File: src/cpu_settings.svh
// CPU core settings
// Widths and sizes shared by the pipeline stages and the package
`ifndef CPU_SETTINGS_SVH
`define CPU_SETTINGS_SVH

// Datapath width in bits
`define CPU_XLEN 64

// Architectural registers, zero register included
`define CPU_NUM_REGS 32

// Register that always reads as zero
`define CPU_ZERO_REG 31

// Data memory size in doublewords
`define CPU_DMEM_WORDS 32

`endif

File: src/cpu_pkg.sv
`include "cpu_settings.svh"

// CPU core package
// Data and register types, the instruction word views,
// forwarding codes, ALU operations and opcodes
package cpu_pkg;

	// One datapath word
	typedef logic [`CPU_XLEN-1:0] word_t;

	// Register number
	typedef logic [$clog2(`CPU_NUM_REGS)-1:0] reg_idx_t;

	// Same 32 bits seen as R, I or D format
	typedef union packed {
		struct packed {
			logic [10:0] opcode;
			reg_idx_t    rm;
			logic [5:0]  shamt;
			reg_idx_t    rn;
			reg_idx_t    rd;
		} r_fmt;
		struct packed {
			logic [9:0]  opcode;
			logic [11:0] imm;
			reg_idx_t    rn;
			reg_idx_t    rd;
		} i_fmt;
		struct packed {
			logic [10:0] opcode;
			logic [8:0]  addr;
			logic [1:0]  op2;
			reg_idx_t    rn;
			reg_idx_t    rt;
		} d_fmt;
	} instr_u;

	// Which operands of the EX instruction may be forwarded
	typedef enum logic [1:0] {
		FWD_NONE  = 2'b00,
		FWD_STORE = 2'b01,
		FWD_IMM   = 2'b10,
		FWD_REG   = 2'b11
	} fwd_en_e;

	// Operand source in EX
	typedef enum logic [1:0] {
		FWD_PASS         = 2'b00,
		FWD_MEM_WB       = 2'b01,
		FWD_EX_MEM       = 2'b10,
		FWD_STORE_EX_MEM = 2'b11
	} fwd_sel_e;

	typedef enum logic [1:0] {
		ALU_ADD = 2'b00,
		ALU_SUB = 2'b01,
		ALU_AND = 2'b10,
		ALU_ORR = 2'b11
	} alu_op_e;

	// R and D format opcodes
	localparam logic [10:0] OP_ADD  = 11'b10001011000;
	localparam logic [10:0] OP_SUB  = 11'b11001011000;
	localparam logic [10:0] OP_AND  = 11'b10001010000;
	localparam logic [10:0] OP_ORR  = 11'b10101010000;
	localparam logic [10:0] OP_LDUR = 11'b11111000010;
	localparam logic [10:0] OP_STUR = 11'b11111000000;
	// I format opcodes, 10 bits wide
	localparam logic [9:0]  OP_ADDI = 10'b1001000100;
	localparam logic [9:0]  OP_SUBI = 10'b1101000100;

endpackage

File: src/reg_file.sv
`timescale 1ns/1ns
`include "cpu_settings.svh"

// Register file
// 31 general registers plus X31 hard wired to zero,
// two read ports with write-through from the writeback port
module reg_file (
	input  logic              clk,
	input  logic              rst_n,
	input  cpu_pkg::reg_idx_t rd_addr_a,
	input  cpu_pkg::reg_idx_t rd_addr_b,
	input  logic              wr_en,
	input  cpu_pkg::reg_idx_t wr_addr,
	input  cpu_pkg::word_t    wr_data,
	output cpu_pkg::word_t    rd_data_a,
	output cpu_pkg::word_t    rd_data_b
);
	localparam cpu_pkg::reg_idx_t ZERO_REG = cpu_pkg::reg_idx_t'(`CPU_ZERO_REG);

	// No storage behind X31
	cpu_pkg::word_t regs [0:`CPU_ZERO_REG-1];
	logic           wr_ok;

	assign wr_ok = wr_en && (wr_addr != ZERO_REG);

	always_ff @(posedge clk or negedge rst_n) begin
		if (!rst_n) begin
			for (int i = 0; i < `CPU_ZERO_REG; i++)
				regs[i] <= '0;
		end else if (wr_ok) begin
			regs[wr_addr] <= wr_data;
		end
	end

	// Zero first, then same-cycle bypass, then stored value
	assign rd_data_a = (rd_addr_a == ZERO_REG) ? '0 :
		(wr_ok && wr_addr == rd_addr_a) ? wr_data : regs[rd_addr_a];
	assign rd_data_b = (rd_addr_b == ZERO_REG) ? '0 :
		(wr_ok && wr_addr == rd_addr_b) ? wr_data : regs[rd_addr_b];

endmodule

File: config.mk
export PLATFORM = sky130hd
export DESIGN_NAME = reg_file
export DESIGN_NICKNAME = d
export VERILOG_FILES = /design/src/cpu_pkg.sv /design/src/reg_file.sv
export VERILOG_INCLUDE_DIRS = /design/src /design/src/src
export SDC_FILE = /design/constraint.sdc
export NUM_CORES = 2
export LEC_CHECK = 0
export BUFFER_PORTS_ARGS = -buffer_cell sky130_fd_sc_hd__buf_2
export CAP_MARGIN = 20
export CORE_MARGIN = 2
export CORE_UTILIZATION = 45
export CTS_CLUSTER_DIAMETER = 120
export DETAILED_ROUTE_END_ITERATION = 10
export PLACE_DENSITY_LB_ADDON = 0.12
export RECOVER_POWER = 100
export SYNTH_ARGS = -nofsm -noshare
export SYNTH_HDL_FRONTEND = slang
export SYNTH_SLANG_ARGS = --single-unit
File: constraint.sdc
create_clock -name clk -period 2.65 [get_ports clk]
set_input_delay 0.265 -clock clk [delete_from_list [all_inputs] [get_ports clk]]
set_output_delay 0.265 -clock clk [all_outputs]
set_load 0.1 [all_outputs]
==> flow_summary.yaml <==
flow_run:
  maxCapViolCount: 18
critical_path:
  reg2reg_to: "regs[816]$_DFFE_PN0P_"
  critPathKind: "reg2out"
  r2r_cells: 3
  r2r_slack_ps: 1570
  crit_start: "regs[1531]$_DFFE_PN0P_"
  crit_arrival_ps: 2910
  start_kind: "register"
  reg2reg_from: "regs[816]$_DFFE_PN0P_"
  critPathCapture: "rd_data_b[59]"
  crit_fanout: 3
  critical_path_required_ps: 2380
  end_kind: "primary output"
place:
  place_congestion: 0.8579
  io_buffer_count: 209
  dpl-instance-area_um2: 119200
  dp.cells: 10490
  dp_hpwl_um: 254400
layout:
  finalNetCount: 7737
  fin_cells: 10990
  drive_gt1_frac: 0.5820
  largest_reg_flops: 1984
  fin_area_um2: 128000
  num-fill-cells: 19110
  final_cell_mix: "dfrtp_1, mux2_2, mux4_2, buf_4, buf_12"
  largestRegisters: "regs: 1984 flops"
  area_growth_pct: 20.65
  top_register: "regs"
  layout.cells.most_common: "dfrtp_1"
status:
  violations: "max-capacitance violations, max-slew violations, negative setup slack"
  status: "finished with violations"
clock_network:
  path_clk_slew_ps: 60
  h-tree-depth: 4
  clk_latency_ps: 890
  cts.root.buffer_cell: "clkbuf_16"
  clock_sinks: 1984
  cts_made_buffers: 219
  cts_max_path_buffers: 3
  cts_tree: "built"
synthesis:
  synth_compound_area_frac: 0.05135
  syn-cell-area_um2: 106100
  yosys.area_share.adder: 0
  yosys.cell_types.count: 57
  synth.area.top_cells: "dfrtp_1, mux2_2, mux4_2"
  yosys_warnings: 0
  synth_top_area_frac: 0.4678
  ys_seq_area_frac: 0.4678
  avgSynthCellArea_um2: 14.87
  synth-edff-count: 0
  synth-xor-area-share: 0.0008253
  synth-simple-area-share: 0.02056
  synth_top_family_by_area: "multiplexers"
  synth_nets: 7221
  synth_mux_area_frac: 0.4220
  ys_ff_latch: 1984
  syn-instance-count: 7139
  yosysTopAreaCell: "dfrtp_1"
  synthArstFlopShare: 1.000
  synth-main-ff-cell: "dfrtp_1"
routing:
  drc_errors: 0
  drt-total-wl_um: 403800
  drtIter0Drc: 7522
  wire_per_inst_um: 36.74
  vias_per_cell: 6.669
  vias: 73310
  ant_nets: 0
  drtPass1Iterations: 6
grt:
  antenna_found_initial: 20
  grt_max_degree: 114
  grt_overflow: 0
  grt_pass1_vias: 75060
  grt_pass1_wl_um: 575800
  grtUsageTotal: 0.3377
timing:
  layout_min_cycle_time_ps: 3176
  hold_violations: 0
  rsz0062_at_grt: "true"
  fmax_ghz: 0.3149
  hold_slack_ps: 48.74
  final-setup-viol-count: 330
  setup_slack_ps: -526.1
  finClkSkew_ps: 0
  worstMarginPinSlew_ps: 2220
  finalCritPeriodShare: 1.199
  slew_headroom: -0.4803
  slew_violations: 532
hold_path:
  hold_path.class: "in2reg"
floorplanning:
  die_area_um2: 239700
  pin_count: 210
  fp.dieH_um: 489.6
  core.rowCount: 178
  die_w_um: 489.6
  start_util: 0.4517
  fp.coreArea_um2: 235000
power:
  ir_drop_mv: 0.5868
  p_total_mw: 97.44
  powerDensity_nw_per_um2: 761.0
  p_leak_nw: 55.36
## logic make-up after synthesis
family / Yosys count
AO/OA/AOI/OAI: 761
XOR/XNOR: 10
buffers and inverters: 814
flip-flops: 1984
multiplexers: 3142
AND/OR/NAND/NOR: 428
## worst min path at each step
stage / slack (ps) / from / to / cells after the start
5_1_grt: 40 / wr_data[29] / regs[1309]$_DFFE_PN0P_ / 2
3_5_place_dp: 260 / rst_n / regs[1355]$_DFFE_PN0P_ / 1
2_1_floorplan: -30 / rst_n / regs[0]$_DFFE_PN0P_ / 0
6_report: 50 / wr_data[51] / regs[1907]$_DFFE_PN0P_ / 2
4_1_cts: 0.3 / wr_data[29] / regs[1053]$_DFFE_PN0P_ / 2
3_3_place_gp: 270 / rst_n / regs[1355]$_DFFE_PN0P_ / 1
## through the flow
stage / setup slack [ps] / util / setup TNS (ps)
floorplan: -360.4 / - / -360.4
detailed placement: -335.9 / 0.5073 / -10400
global placement: -317.4 / 0.5073 / -10290
global route: -575.6 / 0.5449 / -60440
finish: -526.1 / 0.5450 / -37750
CTS: -566.3 / 0.5498 / -29480
## layout make-up
type / instances / area (um2) / area share
clock inverter: 81 / 1121 / 0.008755
inverter: 26 / 101.3 / 0.0007915
sequential: 1984 / 49650 / 0.3877
multi-input combinational: 4341 / 55040 / 0.4298
clock buffer: 315 / 6386 / 0.04987
tap: 3150 / 3941 / 0.03078
timing repair buffer: 1083 / 11780 / 0.09200
antenna: 13 / 32.53 / 0.0002541
## synthesized netlist by cell type, drive strengths merged (15+ instances only)
library cell,number
a211oi,56
a21oi,50
nor2,105
dfrtp,1984
a22o,29
nand2,125
o22a,25
mux2i,296
a22oi,39
nand3,29
o22ai,231
mux2,1978
nor4,19
nor3,53
mux4,868
o221ai,51
nor4b,18
o21ai,96
o2bb2ai,42
buf,432
clkbuf,356
a2bb2oi,26
a31oi,15
nor2b,33
a32o,51
inv,25
## layer usage
metal | global-route usage | share of wire | wire [um]
met1 | 0.4617 | 0.41 | 164000
met2 | 0.5226 | 0.46 | 185600
met3 | 0.07138 | 0.083 | 33430
met4 | 0.1460 | 0.051 | 20780
met5 | 0 | 0.00022 | 90
## power breakdown
group | internal (mW) | total [mW] | switching (mW) | leakage (nW)
Clock | 18.9 | 32.2 | 13.3 | 3.70
Combinational | 13.4 | 24.6 | 11.3 | 26.3
Sequential | 36.2 | 40.6 | 4.38 | 25.4
Total | 68.5 | 97.4 | 28.9 | 55.4
## critical path: stages, from the launching register on
cell	delay (ps)
dfrtp_1	400
mux4_2	490
mux4_2	510
nor2_4	120
nor4_4	70
a21o_4	250
buf_12	180
## repair_timing
| action | 4_1_cts | 5_1_grt |
|---|---|---|
| pin swaps | 230 | 108 |
| cloned | 1 | 0 |
| hold buffers | 49 | 0 |
| resized for setup | 408 | 143 |
| setup buffers | 66 | 19 |
| endpoints found under the hold margin | 1829 | 0 |
| setup endpoints to repair | 128 | 128 |
(Power assumes the default switching activity.)
