[src/cpu_settings.svh]
// CPU core settings
// Widths and sizes shared by the pipeline stages and the package
`ifndef CPU_SETTINGS_SVH
`define CPU_SETTINGS_SVH

// Datapath width in bits
`define CPU_XLEN 64

// Architectural registers, zero register included
`define CPU_NUM_REGS 32

// Register that always reads as zero
`define CPU_ZERO_REG 31

// Data memory size in doublewords
`define CPU_DMEM_WORDS 32

`endif

[src/cpu_pkg.sv]
`include "cpu_settings.svh"

// CPU core package
// Data and register types, the instruction word views,
// forwarding codes, ALU operations and opcodes
package cpu_pkg;

	// One datapath word
	typedef logic [`CPU_XLEN-1:0] word_t;

	// Register number
	typedef logic [$clog2(`CPU_NUM_REGS)-1:0] reg_idx_t;

	// Same 32 bits seen as R, I or D format
	typedef union packed {
		struct packed {
			logic [10:0] opcode;
			reg_idx_t    rm;
			logic [5:0]  shamt;
			reg_idx_t    rn;
			reg_idx_t    rd;
		} r_fmt;
		struct packed {
			logic [9:0]  opcode;
			logic [11:0] imm;
			reg_idx_t    rn;
			reg_idx_t    rd;
		} i_fmt;
		struct packed {
			logic [10:0] opcode;
			logic [8:0]  addr;
			logic [1:0]  op2;
			reg_idx_t    rn;
			reg_idx_t    rt;
		} d_fmt;
	} instr_u;

	// Which operands of the EX instruction may be forwarded
	typedef enum logic [1:0] {
		FWD_NONE  = 2'b00,
		FWD_STORE = 2'b01,
		FWD_IMM   = 2'b10,
		FWD_REG   = 2'b11
	} fwd_en_e;

	// Operand source in EX
	typedef enum logic [1:0] {
		FWD_PASS         = 2'b00,
		FWD_MEM_WB       = 2'b01,
		FWD_EX_MEM       = 2'b10,
		FWD_STORE_EX_MEM = 2'b11
	} fwd_sel_e;

	typedef enum logic [1:0] {
		ALU_ADD = 2'b00,
		ALU_SUB = 2'b01,
		ALU_AND = 2'b10,
		ALU_ORR = 2'b11
	} alu_op_e;

	// R and D format opcodes
	localparam logic [10:0] OP_ADD  = 11'b10001011000;
	localparam logic [10:0] OP_SUB  = 11'b11001011000;
	localparam logic [10:0] OP_AND  = 11'b10001010000;
	localparam logic [10:0] OP_ORR  = 11'b10101010000;
	localparam logic [10:0] OP_LDUR = 11'b11111000010;
	localparam logic [10:0] OP_STUR = 11'b11111000000;
	// I format opcodes, 10 bits wide
	localparam logic [9:0]  OP_ADDI = 10'b1001000100;
	localparam logic [9:0]  OP_SUBI = 10'b1101000100;

endpackage

[src/forwarding.sv]
`timescale 1ns/1ns
`include "cpu_settings.svh"

// Forwarding unit
// Picks the EX operand and store data sources from the targets held
// in the ID/EX, EX/MEM and MEM/WB registers. Purely combinational
module forwarding (
	input  cpu_pkg::fwd_en_e  fwd_en_ex,
	input  logic              reg_write_ex,
	input  logic              reg_write_mem,
	input  logic              reg_write_wb,
	input  cpu_pkg::reg_idx_t target_ex,
	input  cpu_pkg::reg_idx_t target_mem,
	input  cpu_pkg::reg_idx_t target_wb,
	input  cpu_pkg::reg_idx_t rn_ex,
	input  cpu_pkg::reg_idx_t rm_ex,
	output cpu_pkg::fwd_sel_e fwd_a,
	output cpu_pkg::fwd_sel_e fwd_b,
	output logic              store_sel
);
	localparam cpu_pkg::reg_idx_t ZERO_REG = cpu_pkg::reg_idx_t'(`CPU_ZERO_REG);

	logic a_mem;
	logic a_wb;
	logic b_mem;
	logic b_wb;
	logic st_mem;
	logic st_wb;

	// Pipeline register writes src and is not X31
	function automatic logic hit(input logic we, input cpu_pkg::reg_idx_t tgt,
			input cpu_pkg::reg_idx_t src);
		return we && (tgt != ZERO_REG) && (tgt == src);
	endfunction

	// Match tests per source
	assign a_mem = hit(reg_write_mem, target_mem, rn_ex);
	assign a_wb  = hit(reg_write_wb, target_wb, rn_ex);
	assign b_mem = hit(reg_write_mem, target_mem, rm_ex);
	assign b_wb  = hit(reg_write_wb, target_wb, rm_ex);
	// Store data compares against Rt, held as the EX target
	assign st_mem = hit(reg_write_mem, target_mem, target_ex) && !reg_write_ex;
	assign st_wb  = hit(reg_write_wb, target_wb, target_ex);

	assign store_sel = (fwd_en_ex == cpu_pkg::FWD_STORE);

	always_comb begin
		fwd_a = cpu_pkg::FWD_PASS;
		fwd_b = cpu_pkg::FWD_PASS;
		// Rn checked for every forwarding form
		if (fwd_en_ex != cpu_pkg::FWD_NONE) begin
			// Younger EX/MEM result wins
			if (a_mem)
				fwd_a = cpu_pkg::FWD_EX_MEM;
			else if (a_wb)
				fwd_a = cpu_pkg::FWD_MEM_WB;
		end
		case (fwd_en_ex)
			// R-type, Rm is the second operand
			cpu_pkg::FWD_REG: begin
				if (b_mem)
					fwd_b = cpu_pkg::FWD_EX_MEM;
				else if (b_wb)
					fwd_b = cpu_pkg::FWD_MEM_WB;
			end
			// STUR, forwarded value goes to the store data
			cpu_pkg::FWD_STORE: begin
				if (st_mem)
					fwd_b = cpu_pkg::FWD_STORE_EX_MEM;
				else if (st_wb)
					fwd_b = cpu_pkg::FWD_MEM_WB;
			end
			// I-type and bubbles use no second register
			default: fwd_b = cpu_pkg::FWD_PASS;
		endcase
	end

endmodule

[config.mk]
export PLATFORM = sky130hd
export DESIGN_NAME = forwarding
export DESIGN_NICKNAME = d
export VERILOG_FILES = /design/src/cpu_pkg.sv /design/src/forwarding.sv
export VERILOG_INCLUDE_DIRS = /design/src /design/src/src
export SDC_FILE = /design/constraint.sdc
export NUM_CORES = 1
export LEC_CHECK = 0
export BUFFER_PORTS_ARGS = -buffer_cell sky130_fd_sc_hd__buf_2
export CAP_MARGIN = 10
export CELL_PAD_IN_SITES_DETAIL_PLACEMENT = 0
export CELL_PAD_IN_SITES_GLOBAL_PLACEMENT = 1
export CORE_AREA = 3 3 46 48
export DETAILED_ROUTE_END_ITERATION = 12
export DIE_AREA = 0 0 49 51
export GPL_TIMING_DRIVEN = 0
export PLACE_DENSITY = 0.76
export SYNTH_ARGS = -nofsm -noshare
export SYNTH_HDL_FRONTEND = slang
export SYNTH_SLANG_ARGS = --single-unit
[constraint.sdc]
create_clock -name vclk -period 1.2
set_clock_uncertainty 0.2 [all_clocks]
set_input_delay 0.06 -clock vclk [all_inputs]
set_output_delay 0.06 -clock vclk [all_outputs]
set_load 0.05 [all_outputs]
==> metrics.log <==
INFO  metric fin_crit_sh = 131%
INFO  metric endpoint_kind = primary output
INFO  metric core_region_area = 1750 µm²
INFO  metric avgSynthCellArea = 7.51 µm²
INFO  metric critPathMaxFanout = 4
INFO  metric fin_tns_setup = -1.12 ns
INFO  metric worstSetupStartpointType = primary input
INFO  metric layout.core_utilization = 57.8%
INFO  metric n_antenna_cell = 0
INFO  metric floorplan.die.height = 51 µm
INFO  metric filler_cell_count = 169
INFO  metric sequential_standard_cell_area = 0 µm²
INFO  metric violations = setup timing
INFO  metric min_path_type = primary input to primary output
INFO  metric num-nets-final = 129
INFO  metric synth.top_cells.by_count = xnor2_1, xor2_1, nand2_1, nand3_1
INFO  metric post-route-drc-count = 0
INFO  metric synth_seq_area_share = 0%
INFO  metric post_synth_inst_count = 56
INFO  metric layout-area-overhead-vs-synth = 140%
INFO  metric top_level_ports = 35
INFO  metric routedWlPerCell = 13.9 µm
INFO  metric tightest_slew = 0.313 ns
INFO  metric routed_wirelength = 1690 µm
INFO  metric syn-num-nets = 86
INFO  metric hold_viol = 0
INFO  metric report.power.total = 0.349 mW
INFO  metric synth.top_cell.area_share = 41.7%
INFO  metric drtIter0Drc = 5
INFO  metric hpwlAfterDp = 1320 µm
INFO  metric yosys_warnings = 0
INFO  metric synthTopCellsByArea = xnor2_1, xor2_1, nand3_1, nand4_1, nor4_1
INFO  metric post_route_cells_drive_above_1_share = 70.1%
INFO  metric rsz0062_at_grt = yes
INFO  metric dieArea = 2500 µm²
INFO  metric grt.overflow.total = 0
INFO  metric power.density = 346 nW/µm²
INFO  metric drt_first_pass_iters = 3
INFO  metric max_slew_margin = 78.9%
INFO  metric setup_ws = -0.367 ns
INFO  metric global_route_wire_length_before_repair = 2700 µm
INFO  metric synthMostInstantiatedCell = xnor2_1
INFO  metric final_area = 1010 µm²
INFO  metric max_freq = 0.638 GHz
INFO  metric pre_cts_slack = -0.503 ns
INFO  metric multiInputGateArea = 628 µm²
INFO  metric max-cap-violations = 0
INFO  metric die_w = 49 µm
INFO  metric final.min_clock_period = 1.57 ns
INFO  metric route.antenna.remaining_nets = 0
INFO  metric port-buffer-count = 35
INFO  metric required = 0.94 ns
INFO  metric cellLeakagePower = 0.400 nW
INFO  metric core.rowCount = 15
INFO  metric total_routing_usage_gr = 13.8%
INFO  metric first_global_vias = 543
INFO  metric routed_via_density = 4.47
INFO  metric final-setup-viol-count = 4
INFO  metric netlist.top_cell.by_area = xnor2_1
INFO  metric detailed_place.area = 687 µm²
INFO  metric seq_cell_count = 0
INFO  metric grt_max_degree = 5
INFO  metric synthDistinctLibCells = 16
INFO  metric post_synth_instance_area = 420 µm²
INFO  metric gpl.final_weighted_congestion = 0.761
INFO  metric worst-endpoint-arrival = 1.31 ns
INFO  metric initial_core_util = 24.1%
INFO  metric holdBufCountCts = 0
INFO  metric clockBufferCount = 0
INFO  metric timing.setup.critical_path_class = primary input to primary output
INFO  metric status = complete, but fails checks
INFO  metric final_report_max_slew_violation_count = 0
INFO  metric vias = 545
INFO  metric max-vdd-ir-drop = 0.000146 V
INFO  metric number_of_antenna_violations_at_the_first_check_in_global_routing = 0
[where the power goes]
group | total (mW) | switching [mW] | internal [mW]
registers | 0 | 0 | 0
clock network | 0 | 0 | 0
logic | 0.349 | 0.162 | 0.187
total | 0.349 | 0.162 | 0.187
[layout make-up]
cell class | instances | area share, %
Tap cell | 25 | 3.10
Multi-Input combinational cell | 56 | 62.3
Timing Repair Buffer | 41 | 34.6
[through the flow]
step	hold WS [ns]	instances
finish	0.302	122
global placement	0.301	116
detailed placement	0.303	116
global route	0.313	122
CTS	0.305	116
floorplan	-0.0189	56
[layer usage]
metal / routed length, µm / up-vias / global-route usage (%)
met5: 0 / - / 0
met4: 0 / 0 / 0
met3: 108 / 0 / 1.46
met2: 851 / 23 / 23.3
met1: 729 / 246 / 20.0
li1: - / 276 / -
[path summary, 6_finish.rpt]
| path | startpoint | end | slack [ns] | depth (start not counted) |
|---|---|---|---|---|
| worst max-delay path | target_mem[0] | fwd_b[0] | -0.37 | 7 |
| worst min-delay path | fwd_en_ex[1] | store_sel | 0.30 | 3 |
[cell usage in the layout (no fill, tap or decap), drive strengths merged]
cell	instances
a21oi	1
and3	1
buf	41
nand2	4
nand3	4
nand4	3
nor2b	1
nor3	1
nor4	3
o21a	1
o21ai	5
or4	2
xnor2	21
xor2	9
[worst max-delay path: stages]
cell	delay, ns
buf_12	0.11
nand3_4	0.08
o21ai_4	0.07
or4_4	0.58
a21oi_4	0.17
o21ai_4	0.07
buf_6	0.15
[cell families after synthesis]
family           after synthesis  synth area share [%]
AO/OA/AOI/OAI                  7                  9.82
XOR/XNOR                      30                  64.3
AND/OR/NAND/NOR               19                  25.9
[repair_timing]
action,in CTS,in global routing
endpoints found under the setup margin,4,4
setup buffers,0,6
cloned,0,0
resized for setup,43,20
pin swaps,6,13
Power figures use the tool's default switching activity.
