==> src/cpu_settings.svh <==
// CPU core settings
// Widths and sizes shared by the pipeline stages and the package
`ifndef CPU_SETTINGS_SVH
`define CPU_SETTINGS_SVH

// Datapath width in bits
`define CPU_XLEN 64

// Architectural registers, zero register included
`define CPU_NUM_REGS 32

// Register that always reads as zero
`define CPU_ZERO_REG 31

// Data memory size in doublewords
`define CPU_DMEM_WORDS 32

`endif

==> src/cpu_pkg.sv <==
`include "cpu_settings.svh"

// CPU core package
// Data and register types, the instruction word views,
// forwarding codes, ALU operations and opcodes
package cpu_pkg;

	// One datapath word
	typedef logic [`CPU_XLEN-1:0] word_t;

	// Register number
	typedef logic [$clog2(`CPU_NUM_REGS)-1:0] reg_idx_t;

	// Same 32 bits seen as R, I or D format
	typedef union packed {
		struct packed {
			logic [10:0] opcode;
			reg_idx_t    rm;
			logic [5:0]  shamt;
			reg_idx_t    rn;
			reg_idx_t    rd;
		} r_fmt;
		struct packed {
			logic [9:0]  opcode;
			logic [11:0] imm;
			reg_idx_t    rn;
			reg_idx_t    rd;
		} i_fmt;
		struct packed {
			logic [10:0] opcode;
			logic [8:0]  addr;
			logic [1:0]  op2;
			reg_idx_t    rn;
			reg_idx_t    rt;
		} d_fmt;
	} instr_u;

	// Which operands of the EX instruction may be forwarded
	typedef enum logic [1:0] {
		FWD_NONE  = 2'b00,
		FWD_STORE = 2'b01,
		FWD_IMM   = 2'b10,
		FWD_REG   = 2'b11
	} fwd_en_e;

	// Operand source in EX
	typedef enum logic [1:0] {
		FWD_PASS         = 2'b00,
		FWD_MEM_WB       = 2'b01,
		FWD_EX_MEM       = 2'b10,
		FWD_STORE_EX_MEM = 2'b11
	} fwd_sel_e;

	typedef enum logic [1:0] {
		ALU_ADD = 2'b00,
		ALU_SUB = 2'b01,
		ALU_AND = 2'b10,
		ALU_ORR = 2'b11
	} alu_op_e;

	// R and D format opcodes
	localparam logic [10:0] OP_ADD  = 11'b10001011000;
	localparam logic [10:0] OP_SUB  = 11'b11001011000;
	localparam logic [10:0] OP_AND  = 11'b10001010000;
	localparam logic [10:0] OP_ORR  = 11'b10101010000;
	localparam logic [10:0] OP_LDUR = 11'b11111000010;
	localparam logic [10:0] OP_STUR = 11'b11111000000;
	// I format opcodes, 10 bits wide
	localparam logic [9:0]  OP_ADDI = 10'b1001000100;
	localparam logic [9:0]  OP_SUBI = 10'b1101000100;

endpackage

==> src/memory_stage.sv <==
`timescale 1ns/1ns
`include "cpu_settings.svh"

// Memory stage
// Data memory with combinational read, store port and the
// MEM/WB pipeline register
module memory_stage (
	input  logic              clk,
	input  logic              rst_n,
	input  logic              valid_mem,
	input  logic              reg_write_mem,
	input  logic              mem_read_mem,
	input  logic              mem_write_mem,
	input  cpu_pkg::reg_idx_t target_mem,
	input  cpu_pkg::word_t    alu_result_mem,
	input  cpu_pkg::word_t    store_data_mem,
	output logic              reg_write_wb,
	output cpu_pkg::reg_idx_t target_wb,
	output cpu_pkg::word_t    wb_data,
	output logic              st_valid,
	output cpu_pkg::word_t    st_addr,
	output cpu_pkg::word_t    st_data
);
	localparam int DMEM_AW = $clog2(`CPU_DMEM_WORDS);
	localparam cpu_pkg::reg_idx_t ZERO_REG = cpu_pkg::reg_idx_t'(`CPU_ZERO_REG);

	cpu_pkg::word_t     dmem [0:`CPU_DMEM_WORDS-1];
	logic [DMEM_AW-1:0] dmem_idx;

	// Doubleword index, byte offset dropped
	assign dmem_idx = alu_result_mem[DMEM_AW+2:3];

	assign st_valid = valid_mem && mem_write_mem;
	assign st_addr  = alu_result_mem;
	assign st_data  = store_data_mem;

	always_ff @(posedge clk) begin
		if (st_valid)
			dmem[dmem_idx] <= store_data_mem;
	end

	// Writes to X31 are dropped here
	always_ff @(posedge clk or negedge rst_n) begin
		if (!rst_n) begin
			reg_write_wb <= 1'b0;
			target_wb    <= '0;
		end else begin
			reg_write_wb <= valid_mem && reg_write_mem && (target_mem != ZERO_REG);
			target_wb    <= target_mem;
		end
	end

	// Load data or ALU result
	always_ff @(posedge clk) begin
		wb_data <= mem_read_mem ? dmem[dmem_idx] : alu_result_mem;
	end

endmodule

==> config.mk <==
export PLATFORM = sky130hd
export DESIGN_NAME = memory_stage
export DESIGN_NICKNAME = d
export VERILOG_FILES = /design/src/cpu_pkg.sv /design/src/memory_stage.sv
export VERILOG_INCLUDE_DIRS = /design/src /design/src/src
export SDC_FILE = /design/constraint.sdc
export NUM_CORES = 2
export LEC_CHECK = 0
export BUFFER_PORTS_ARGS = -buffer_cell sky130_fd_sc_hd__buf_2
export CORE_MARGIN = 4
export CORE_UTILIZATION = 54
export CTS_BUF_LIST = sky130_fd_sc_hd__clkbuf_8
export DETAILED_ROUTE_END_ITERATION = 8
export GPL_ROUTABILITY_DRIVEN = 0
export GPL_TIMING_DRIVEN = 0
export MAX_ROUTING_LAYER = met4
export PLACE_DENSITY_LB_ADDON = 0.15
export SYNTH_ARGS = -nofsm -noshare
export SYNTH_HDL_FRONTEND = slang
export SYNTH_SLANG_ARGS = --single-unit
==> constraint.sdc <==
create_clock -name clk -period 3.5 [get_ports clk]
set_input_delay 0.35 -clock clk [delete_from_list [all_inputs] [get_ports clk]]
set_output_delay 0.35 -clock clk [all_outputs]
set_load 0.05 [all_outputs]
==> impl_results.md <==
- # clock sinks: between 2000 and 2500
- Clock Pin Slew Worst Setup and Hold Paths: about 0.06 ns
- DRC violations left: 0
- CTS root buf: clkbuf_8
- Placement Setup Slack: -1.618 ns
- Initial Utilization: a little over half
- Fraction of registers with async set/reset: 0.2833%
- Slew margin rel.: -2.757%
- Critical path peak fanout: 19
- Hold Path Class: input port to flip-flop
- Mapped Nets: 4114
- R2r setup slk: between 1 and 1.5 ns
- Primary FF master, synth: edfxtp_1
- DR vias: 43970
- Mean Syn Cell Area: 20.27 sq um
- Post-DRT Antenna Nets: 0
- Period utilisation layout: 100.6%
- Core Region: 0.1480 sq mm
- Routed WL per cell: 31.62 um
- Sequential fraction of the synthesis area: around 78%
- DP HPWL: 146.5 mm
- Port bufs: 334
- Hold-critical path depth: 4
- EDFF count, synth: 2048
- Total power: 0.05128 W
- Yosys cell types: 50
- Crit end category: flip-flop
- H-tree levels: 5
- Nets: around 5100
- Global-route wire length before repair: 318.0 mm
- Vias in the first global route: 43970
- Worst EP arrival: 4.22 ns
- TritonCTS Buffers: between 300 and 400
- Reg-to-Reg End: wb_data[53]$_DFF_P_
- #FFs+latches synth: 2118
- GRT Resource Usage Total: between 20 and 30%
- Worst r2r src: dmem[31][53]$_DFFE_PP_
- Die area: 0.1554 sq mm
- Multi-input logic area: 0.01581 sq mm
- Min setup slack post-route: -0.01962 ns
- FF-to-FF path depth: 5
- Final Util: between 60 and 70%
- Final Skew: 0.06623 ns
- Pins Over Slew Limit: 19
- Critical Path Source Type: input port
- TritonCTS clock tree: yes
- Final setup viols: 7
- Layout cells sized above 1: 27.37%
- Worst VDD drop: 0.3227 mV
- Hold Crit Start: mem_read_mem
- Row count: 141
- Die Y: about 390 um
- Hold EP: wb_data[11]$_DFF_P_
- Vias per cell: around 6.2
- RSZ-0062 raised after global routing: false
- # IOs: between 300 and 400
- Most frequent cells in the layout: edfxtp_1, mux2i_1, buf_2
- Synth warn: 0
- Max-Cap Viols: 2
- Largest net degree at the start of global routing: 34
- Post-Syn Instances: 3975
- Detailed Route Iter0 Violations: between 5000 and 6000
- Post-Syn Area: 0.08057 sq mm
- Final Hold Fails: 0
- PD cells: about 540 mW/mm^2
- Failing checks: max-capacitance violations, max-slew violations, negative setup slack
- Most common cell after layout, fill and taps aside: edfxtp_1
- Initial antenna violation count: 9
- DR pass1 iterations: 6
- WL final: 225.2 mm
- Fmax: 284.1 MHz
- Worst path required time: 4.20 ns
- Total congestion overflow: 0
- Clk Latency, worst-skew pair: 1.04 ns
- Fillers: 10040
- Die Wd: a little under 400 um
- Outcome: complete, but fails checks
- Sequential Area: 0.06293 sq mm
- Layout area overhead: 18.19%
- Worst-Margin Slew: 1.541 ns
- Tmin final: between 3 and 4 ns
- Max clock buf depth: 4
- Leak: 33.07 nW
- Crit Path Class: input port to flip-flop
-- cell type report --
type,count,area share (%)
antenna,7,0.01840
multi-input combinational,1510,16.60
tap,1930,2.536
clock buffer,374,5.406
clock inverter,227,1.127
sequential,2118,66.09
timing repair buffer,609,5.986
buffer,346,2.236
-- state kept, by name, summed over array words and instances (netlist names) --
name,count
dmem,2048
reg_write_wb,1
wb_data,64
target_wb,5
-- worst max-delay path, cell delays in order --
cell and delay (ns):
buf_2 0.19, buf_4 0.21, buf_2 0.60, clkbuf_1 0.77, nand2_1 0.46, nor2_4 0.84, buf_12 0.28, buf_12 0.24
buf_12 0.23
-- per-layer routing --
layer	global-route usage (%)	vias up	wire length, um
met5	-	-	0
met4	8.684	0	6321
met3	6.953	412	25060
met2	44.83	2626	105300
met1	41.21	22640	88480
li1	-	18290	-
-- worst max path at each step --
| stage | from | endpoint | cells after the start |
|---|---|---|---|
| 5_1_grt | alu_result_mem[7] | dmem[24][8]$_DFFE_PP_ | 9 |
| 6_report | alu_result_mem[7] | dmem[24][31]$_DFFE_PP_ | 9 |
| 2_1_floorplan | alu_result_mem[7] | dmem[20][0]$_DFFE_PP_ | 6 |
| 3_3_place_gp | alu_result_mem[7] | dmem[25][6]$_DFFE_PP_ | 7 |
| 4_1_cts | alu_result_mem[7] | dmem[24][8]$_DFFE_PP_ | 9 |
| 3_5_place_dp | alu_result_mem[7] | dmem[24][59]$_DFFE_PP_ | 10 |
-- per-stage QoR --
stage	setup TNS, ns	instance area [sq um]	cells	hold WS [ns]
2_1_floorplan	-228.75	80830	3975	0.05441
3_3_place_gp	-5074.41	84920	6239	0.1719
3_5_place_dp	-1072.79	87360	6351	0.1765
4_1_cts	0	95210	7114	0.003287
5_1_grt	0	95220	7119	0.05077
6_report	-0.06799	95220	7121	0.06594
-- cell families (layout without fill, tap and decap cells) --
kind of cell    Yosys count  count (layout)  share of synthesized area (%)
simple gates            244             244                          1.615
other cells               0               7                              0
flops                  2118            2118                          78.11
mux                     804             804                          13.92
compound gates          462             462                          3.769
buf+inv                 347            1556                          2.592
-- power by group --
part	internal (W)	switching [W]
sequential	0.0280	0.0000560
combinational	0.00113	0.00235
clock	0.0103	0.00942
-- cells in the mapped netlist (all sizes together), types with 3 or more instances --
library cell / n / area [sq um]
a22o: 21 / 183.9
mux2i: 550 / 5505
nand2b: 5 / 31.28
nor3: 11 / 55.05
clkbuf: 73 / 275.3
nor2b: 5 / 31.28
edfxtp: 2048 / 61500
dfxtp: 64 / 1281
nand4b: 3 / 41.29
o2111ai: 26 / 227.7
a21oi: 49 / 245.2
o22ai: 235 / 1470
buf: 274 / 1813
nand3b: 6 / 65.06
a22oi: 27 / 202.7
nor2: 93 / 351.6
dfrtp: 6 / 150.1
nand2: 19 / 71.32
mux4: 253 / 5698
a32oi: 19 / 166.4
or4: 12 / 90.09
o21a: 26 / 195.2
nor4: 58 / 362.9
a31oi: 21 / 131.4
o21ai: 31 / 155.1
nand4bb: 3 / 33.78
nand3: 18 / 90.09
-- what timing repair did --
item | CTS | global route
pin swaps | 0 | 1
setup endpoints to repair | 224 | 1
endpoints found under the hold margin | 2119 | 0
buffers inserted | 0 | 0
gates resized for setup | 1 | 0
hold buffers | 163 | 0
(Power assumes the default switching activity.)
