<file path="config.mk">
export PLATFORM = sky130hd
export DESIGN_NAME = decode_stage
export DESIGN_NICKNAME = d
export VERILOG_FILES = /design/src/cpu_pkg.sv /design/src/decode_stage.sv
export VERILOG_INCLUDE_DIRS = /design/src /design/src/src
export SDC_FILE = /design/constraint.sdc
export NUM_CORES = 1
export LEC_CHECK = 0
export BUFFER_PORTS_ARGS = -buffer_cell sky130_fd_sc_hd__buf_4
export CELL_PAD_IN_SITES_DETAIL_PLACEMENT = 0
export CELL_PAD_IN_SITES_GLOBAL_PLACEMENT = 1
export CORE_AREA = 2 2 150 152
export DETAILED_ROUTE_END_ITERATION = 10
export DIE_AREA = 0 0 152 154
export MAX_ROUTING_LAYER = met4
export PLACE_DENSITY = 0.71
export SYNTH_ARGS = -nofsm -noshare
export SYNTH_HDL_FRONTEND = slang
export SYNTH_SLANG_ARGS = --single-unit
</file>
<file path="constraint.sdc">
create_clock -name clk -period 3.67 [get_ports clk]
set_input_delay 0.1835 -clock clk [delete_from_list [all_inputs] [get_ports clk]]
set_output_delay 0.1835 -clock clk [all_outputs]
set_load 0.05 [all_outputs]
</file>
<file path="src/cpu_settings.svh">
// CPU core settings
// Widths and sizes shared by the pipeline stages and the package
`ifndef CPU_SETTINGS_SVH
`define CPU_SETTINGS_SVH

// Datapath width in bits
`define CPU_XLEN 64

// Architectural registers, zero register included
`define CPU_NUM_REGS 32

// Register that always reads as zero
`define CPU_ZERO_REG 31

// Data memory size in doublewords
`define CPU_DMEM_WORDS 32

`endif

</file>
<file path="src/cpu_pkg.sv">
`include "cpu_settings.svh"

// CPU core package
// Data and register types, the instruction word views,
// forwarding codes, ALU operations and opcodes
package cpu_pkg;

	// One datapath word
	typedef logic [`CPU_XLEN-1:0] word_t;

	// Register number
	typedef logic [$clog2(`CPU_NUM_REGS)-1:0] reg_idx_t;

	// Same 32 bits seen as R, I or D format
	typedef union packed {
		struct packed {
			logic [10:0] opcode;
			reg_idx_t    rm;
			logic [5:0]  shamt;
			reg_idx_t    rn;
			reg_idx_t    rd;
		} r_fmt;
		struct packed {
			logic [9:0]  opcode;
			logic [11:0] imm;
			reg_idx_t    rn;
			reg_idx_t    rd;
		} i_fmt;
		struct packed {
			logic [10:0] opcode;
			logic [8:0]  addr;
			logic [1:0]  op2;
			reg_idx_t    rn;
			reg_idx_t    rt;
		} d_fmt;
	} instr_u;

	// Which operands of the EX instruction may be forwarded
	typedef enum logic [1:0] {
		FWD_NONE  = 2'b00,
		FWD_STORE = 2'b01,
		FWD_IMM   = 2'b10,
		FWD_REG   = 2'b11
	} fwd_en_e;

	// Operand source in EX
	typedef enum logic [1:0] {
		FWD_PASS         = 2'b00,
		FWD_MEM_WB       = 2'b01,
		FWD_EX_MEM       = 2'b10,
		FWD_STORE_EX_MEM = 2'b11
	} fwd_sel_e;

	typedef enum logic [1:0] {
		ALU_ADD = 2'b00,
		ALU_SUB = 2'b01,
		ALU_AND = 2'b10,
		ALU_ORR = 2'b11
	} alu_op_e;

	// R and D format opcodes
	localparam logic [10:0] OP_ADD  = 11'b10001011000;
	localparam logic [10:0] OP_SUB  = 11'b11001011000;
	localparam logic [10:0] OP_AND  = 11'b10001010000;
	localparam logic [10:0] OP_ORR  = 11'b10101010000;
	localparam logic [10:0] OP_LDUR = 11'b11111000010;
	localparam logic [10:0] OP_STUR = 11'b11111000000;
	// I format opcodes, 10 bits wide
	localparam logic [9:0]  OP_ADDI = 10'b1001000100;
	localparam logic [9:0]  OP_SUBI = 10'b1101000100;

endpackage

</file>
<file path="src/decode_stage.sv">
`timescale 1ns/1ns
`include "cpu_settings.svh"

// Decode stage
// Decodes the strobed instruction word by format, drives the
// register read addresses and loads the ID/EX pipeline register
module decode_stage (
	input  logic              clk,
	input  logic              rst_n,
	input  logic              instr_valid,
	input  cpu_pkg::instr_u   instr,
	input  cpu_pkg::word_t    rd_data_a,
	input  cpu_pkg::word_t    rd_data_b,
	output cpu_pkg::reg_idx_t rd_addr_a,
	output cpu_pkg::reg_idx_t rd_addr_b,
	output logic              valid_ex,
	output logic              reg_write_ex,
	output logic              mem_read_ex,
	output logic              mem_write_ex,
	output cpu_pkg::alu_op_e  alu_op_ex,
	output cpu_pkg::fwd_en_e  fwd_en_ex,
	output cpu_pkg::reg_idx_t target_ex,
	output cpu_pkg::reg_idx_t rn_ex,
	output cpu_pkg::reg_idx_t rm_ex,
	output cpu_pkg::word_t    op_a_ex,
	output cpu_pkg::word_t    op_b_ex,
	output cpu_pkg::word_t    imm_ex
);
	logic              dec_ok;
	logic              dec_reg_write;
	logic              dec_mem_read;
	logic              dec_mem_write;
	cpu_pkg::alu_op_e  dec_alu_op;
	cpu_pkg::fwd_en_e  dec_fwd_en;
	cpu_pkg::reg_idx_t dec_target;
	cpu_pkg::word_t    dec_imm;
	cpu_pkg::word_t    d_offset;
	logic              take;

	// D-format offset is signed
	assign d_offset = {{(`CPU_XLEN-9){instr.d_fmt.addr[8]}}, instr.d_fmt.addr};

	always_comb begin
		dec_ok        = 1'b1;
		dec_reg_write = 1'b0;
		dec_mem_read  = 1'b0;
		dec_mem_write = 1'b0;
		dec_alu_op    = cpu_pkg::ALU_ADD;
		dec_fwd_en    = cpu_pkg::FWD_NONE;
		dec_target    = instr.r_fmt.rd;
		dec_imm       = '0;
		case (instr.r_fmt.opcode)
			cpu_pkg::OP_ADD, cpu_pkg::OP_SUB, cpu_pkg::OP_AND, cpu_pkg::OP_ORR: begin
				dec_reg_write = 1'b1;
				dec_fwd_en    = cpu_pkg::FWD_REG;
				if (instr.r_fmt.opcode == cpu_pkg::OP_SUB)
					dec_alu_op = cpu_pkg::ALU_SUB;
				else if (instr.r_fmt.opcode == cpu_pkg::OP_AND)
					dec_alu_op = cpu_pkg::ALU_AND;
				else if (instr.r_fmt.opcode == cpu_pkg::OP_ORR)
					dec_alu_op = cpu_pkg::ALU_ORR;
			end
			// Address is Rn plus offset, ALU adds
			cpu_pkg::OP_LDUR: begin
				dec_reg_write = 1'b1;
				dec_mem_read  = 1'b1;
				dec_fwd_en    = cpu_pkg::FWD_IMM;
				dec_target    = instr.d_fmt.rt;
				dec_imm       = d_offset;
			end
			// Rt is the store data, kept as target for forwarding
			cpu_pkg::OP_STUR: begin
				dec_mem_write = 1'b1;
				dec_fwd_en    = cpu_pkg::FWD_STORE;
				dec_target    = instr.d_fmt.rt;
				dec_imm       = d_offset;
			end
			default: begin
				// I-format has a shorter opcode
				dec_imm = cpu_pkg::word_t'(instr.i_fmt.imm);
				if (instr.i_fmt.opcode == cpu_pkg::OP_ADDI ||
						instr.i_fmt.opcode == cpu_pkg::OP_SUBI) begin
					dec_reg_write = 1'b1;
					dec_fwd_en    = cpu_pkg::FWD_IMM;
					if (instr.i_fmt.opcode == cpu_pkg::OP_SUBI)
						dec_alu_op = cpu_pkg::ALU_SUB;
				end else begin
					// Unknown opcode
					dec_ok = 1'b0;
				end
			end
		endcase
	end

	assign take = instr_valid && dec_ok;

	// Port B reads Rt for a store
	assign rd_addr_a = instr.r_fmt.rn;
	assign rd_addr_b = dec_mem_write ? instr.d_fmt.rt : instr.r_fmt.rm;

	// ID/EX control, bubble when nothing is taken
	always_ff @(posedge clk or negedge rst_n) begin
		if (!rst_n) begin
			valid_ex     <= 1'b0;
			reg_write_ex <= 1'b0;
			mem_read_ex  <= 1'b0;
			mem_write_ex <= 1'b0;
			fwd_en_ex    <= cpu_pkg::FWD_NONE;
			target_ex    <= '0;
			rn_ex        <= '0;
			rm_ex        <= '0;
		end else begin
			valid_ex     <= take;
			reg_write_ex <= take && dec_reg_write;
			mem_read_ex  <= take && dec_mem_read;
			mem_write_ex <= take && dec_mem_write;
			fwd_en_ex    <= take ? dec_fwd_en : cpu_pkg::FWD_NONE;
			target_ex    <= dec_target;
			rn_ex        <= instr.r_fmt.rn;
			rm_ex        <= instr.r_fmt.rm;
		end
	end

	// ID/EX payload
	always_ff @(posedge clk) begin
		alu_op_ex <= dec_alu_op;
		op_a_ex   <= rd_data_a;
		op_b_ex   <= rd_data_b;
		imm_ex    <= dec_imm;
	end

endmodule

</file>
==> flow_summary.yaml <==
run_status:
  status: "complete, no violations"
floorplan:
  ios: 388
  fp.dieW_microns: 152
  dieArea_sq_um: 23410
  start_util_pct: 19.51
  num_rows: 54
  die_y_microns: 154
  core_area_sq_um: 21690
placement:
  dp_hpwl_microns: 12020
  io_buffers: 387
  dp_cells: 881
  place.gp.congestion: 0.7943
  pre_cts_slack_ns: 1.641
  dpl-instance-area_sq_um: 7056
grt:
  track_usage_pct: 14.49
  antenna_found_initial: 0
  grt_max_degree: 53
  grt.overflow.total: 0
  grt_pass1_wl_microns: 24270
  grt_pass1_vias: 3957
drt:
  drtIter0Drc: 111
  postRouteWirelength_microns: 16960
  drc_errors: 0
  wl_per_cell_microns: 15.82
  vias: 3899
  drt_pre_antenna_iters: 4
  vias_per_cell: 3.637
  final_antenna_net_count: 0
worst_setup_path:
  cp_common_cell: "buf_4"
  endpoint_kind: "output pin"
  critPathSlowestCell: "or3_1"
  cp_top_family: "simple AND/OR/NAND/NOR gates"
  crit_path_cell_trace: "dlygate4sd3_1, buf_4, or3b_1, or3_1, mux2_4, buf_4"
  startpoint_type: "primary input"
  critPathMaxStageDelay_ns: 0.55
  path_buf_inv: 3
  arrival_ns: 2.38
  critical_path_class: "primary input to output pin"
  critPathMaxFanout: 7
  worstPathRequired_ns: 3.49
synthesis:
  synth_top_area_share_pct: 67.65
  yosysUniqueCellTypes: 34
  ys_top_cells_by_count: "dfxtp_1 (143), buf_4 (56), dfrtp_1 (21)"
  yosysTopAreaCell: "dfxtp_1"
  ys_async_sr_fraction_pct: 12.80
  synth_area_sq_um: 4232
  synth-edff-count: 0
  synthesis.nets: 435
  synthCells: 272
  synth.most_common_cell: "dfxtp_1"
  synth-seq-area-share_pct: 80.07
  synth.top_cells.by_area: "dfxtp_1 (68%), dfrtp_1 (12%), buf_4 (9.9%)"
  avgSynthCellArea_sq_um: 15.56
  ys.flop_type: "dfxtp_1"
  ys_seq_elements: 164
  ys_warn_count: 0
cts:
  ctsLongestPathBuffers: 2
  cts_tree: "built"
  cts.sinks: 164
  cts_buffers: 17
  h-tree-depth: 4
  clockRootBuffer: "clkbuf_16"
  post_cts_resized: 0
  clkTransAtPathRegs_ns: 0.06
sta:
  rsz0062_at_grt: "false"
  hold_viol_final: 0
  slew_headroom_pct: 43.74
  finalCritPeriodShare_pct: 69.86
  worst_slew_pin_slew_ns: 0.8383
  maxSlewViolCount: 0
  setup_violations: 0
  period_minus_slack_ns: 2.564
  finalWorstSetupSlack_ns: 1.106
  setup_tns_ns: 0
  fmax_mhz: 390.1
finish:
  drive_gt1_share_pct: 54.04
  layout.cell_area.non_filler_sq_um: 9226
  finalNonFillerCells: 1072
  n_antenna_cell: 0
  area_delta_synth_final_pct: 118.0
  utilization_pct: 42.54
  final_nets: 942
  n_fill_cell: 1979
pwr:
  p_leak_nw: 4.523
  power_frac_clock_pct: 38.9
  p_int_mw: 3.137
  worst_ir_drop_vdd_v: 0.0002521
  switchingPower_mw: 1.327
  seqPwrFrac_pct: 42.6
  power_frac_comb_pct: 18.5
  p_sw_share_pct: 29.73
  p_per_area_nw_per_um2: 483.9
min_path:
  holdCritPathClass: "primary input to register"
job:
  drv_cap: 0
==> power groups by stage <==
stage               registers (mW)  logic (mW)  clock network, mW
floorplan                     2.26      0.0454                  0
global placement              1.94       0.684                  0
detailed placement            1.94       0.687                  0
CTS                           1.90       0.827               1.81
global route                  1.91       0.854               1.87
finish                        1.90       0.826               1.74
==> path summary, 6_finish.rpt <==
path | start | end | slack [ns] | cells past startpoint
worst max-delay path | instr[21] | rd_addr_b[1] | 1.11 | 6
max in group asynchronous | rst_n | mem_read_ex | 3.23 | 2
min in group asynchronous | rst_n | target_ex[1] | 0.18 | 2
worst min-delay path | instr[29] | alu_op_ex[0] | 0.04 | 2
==> stage by stage <==
stage          power [mW]  hold slack [ns]
2_1_floorplan       2.305          -0.1121
3_3_place_gp        2.621           0.1027
3_5_place_dp        2.626           0.1045
4_1_cts             4.538          0.01313
5_1_grt             4.630          0.02755
6_report            4.465          0.03772
==> cell type report <==
class	count	area, sq um	share of cell area (%)
tap	280	350.3	3.797
timing repair buffer	547	4504	48.82
multi-input combinational	48	400.4	4.340
sequential	164	3388	36.72
inverter	1	3.754	0.04068
clock buffer	18	429.2	4.651
clock inverter	14	150.1	1.627
==> layer usage <==
metal	vias to the layer above	wire length, microns	GRT usage [%]
met5	-	0	-
met2	191	9142	25.46
li1	1848	-	-
met3	26	995	4.284
met1	1834	6428	15.45
met4	0	396	5.385
==> flip-flops by register name (all words and copies together) (netlist names), 2 cells and up <==
name       flops
alu_op_ex      2
op_a_ex       64
op_b_ex       64
imm_ex        13
fwd_en_ex      2
rm_ex          5
target_ex      5
rn_ex          5
==> placed cells by master, fill, tap and decap left out, types with 4 or more instances in the layout <==
| cell | count |
|---|---|
| buf_4 | 388 |
| mux2_4 | 5 |
| and3_1 | 4 |
| inv_6 | 5 |
| a22o_1 | 9 |
| dfrtp_1 | 21 |
| clkbuf_16 | 17 |
| dlygate4sd3_1 | 159 |
| inv_8 | 5 |
| dfxtp_1 | 143 |
==> timing repair <==
| item | in CTS | in global routing |
|---|---|---|
| setup buffers | 0 | 0 |
| hold buffers | 159 | 0 |
| endpoints found under the setup margin | 0 | 0 |
| endpoints found under the hold margin | 175 | 0 |
==> logic make-up after synthesis <==
| kind of cell | after synthesis | share of synthesized area (%) |
|---|---|---|
| flops | 164 | 80.07 |
| mux | 5 | 1.774 |
| buf+inv | 60 | 10.47 |
| simple gates | 26 | 4.347 |
| compound gates | 17 | 3.341 |
(Power assumes the default switching activity.)
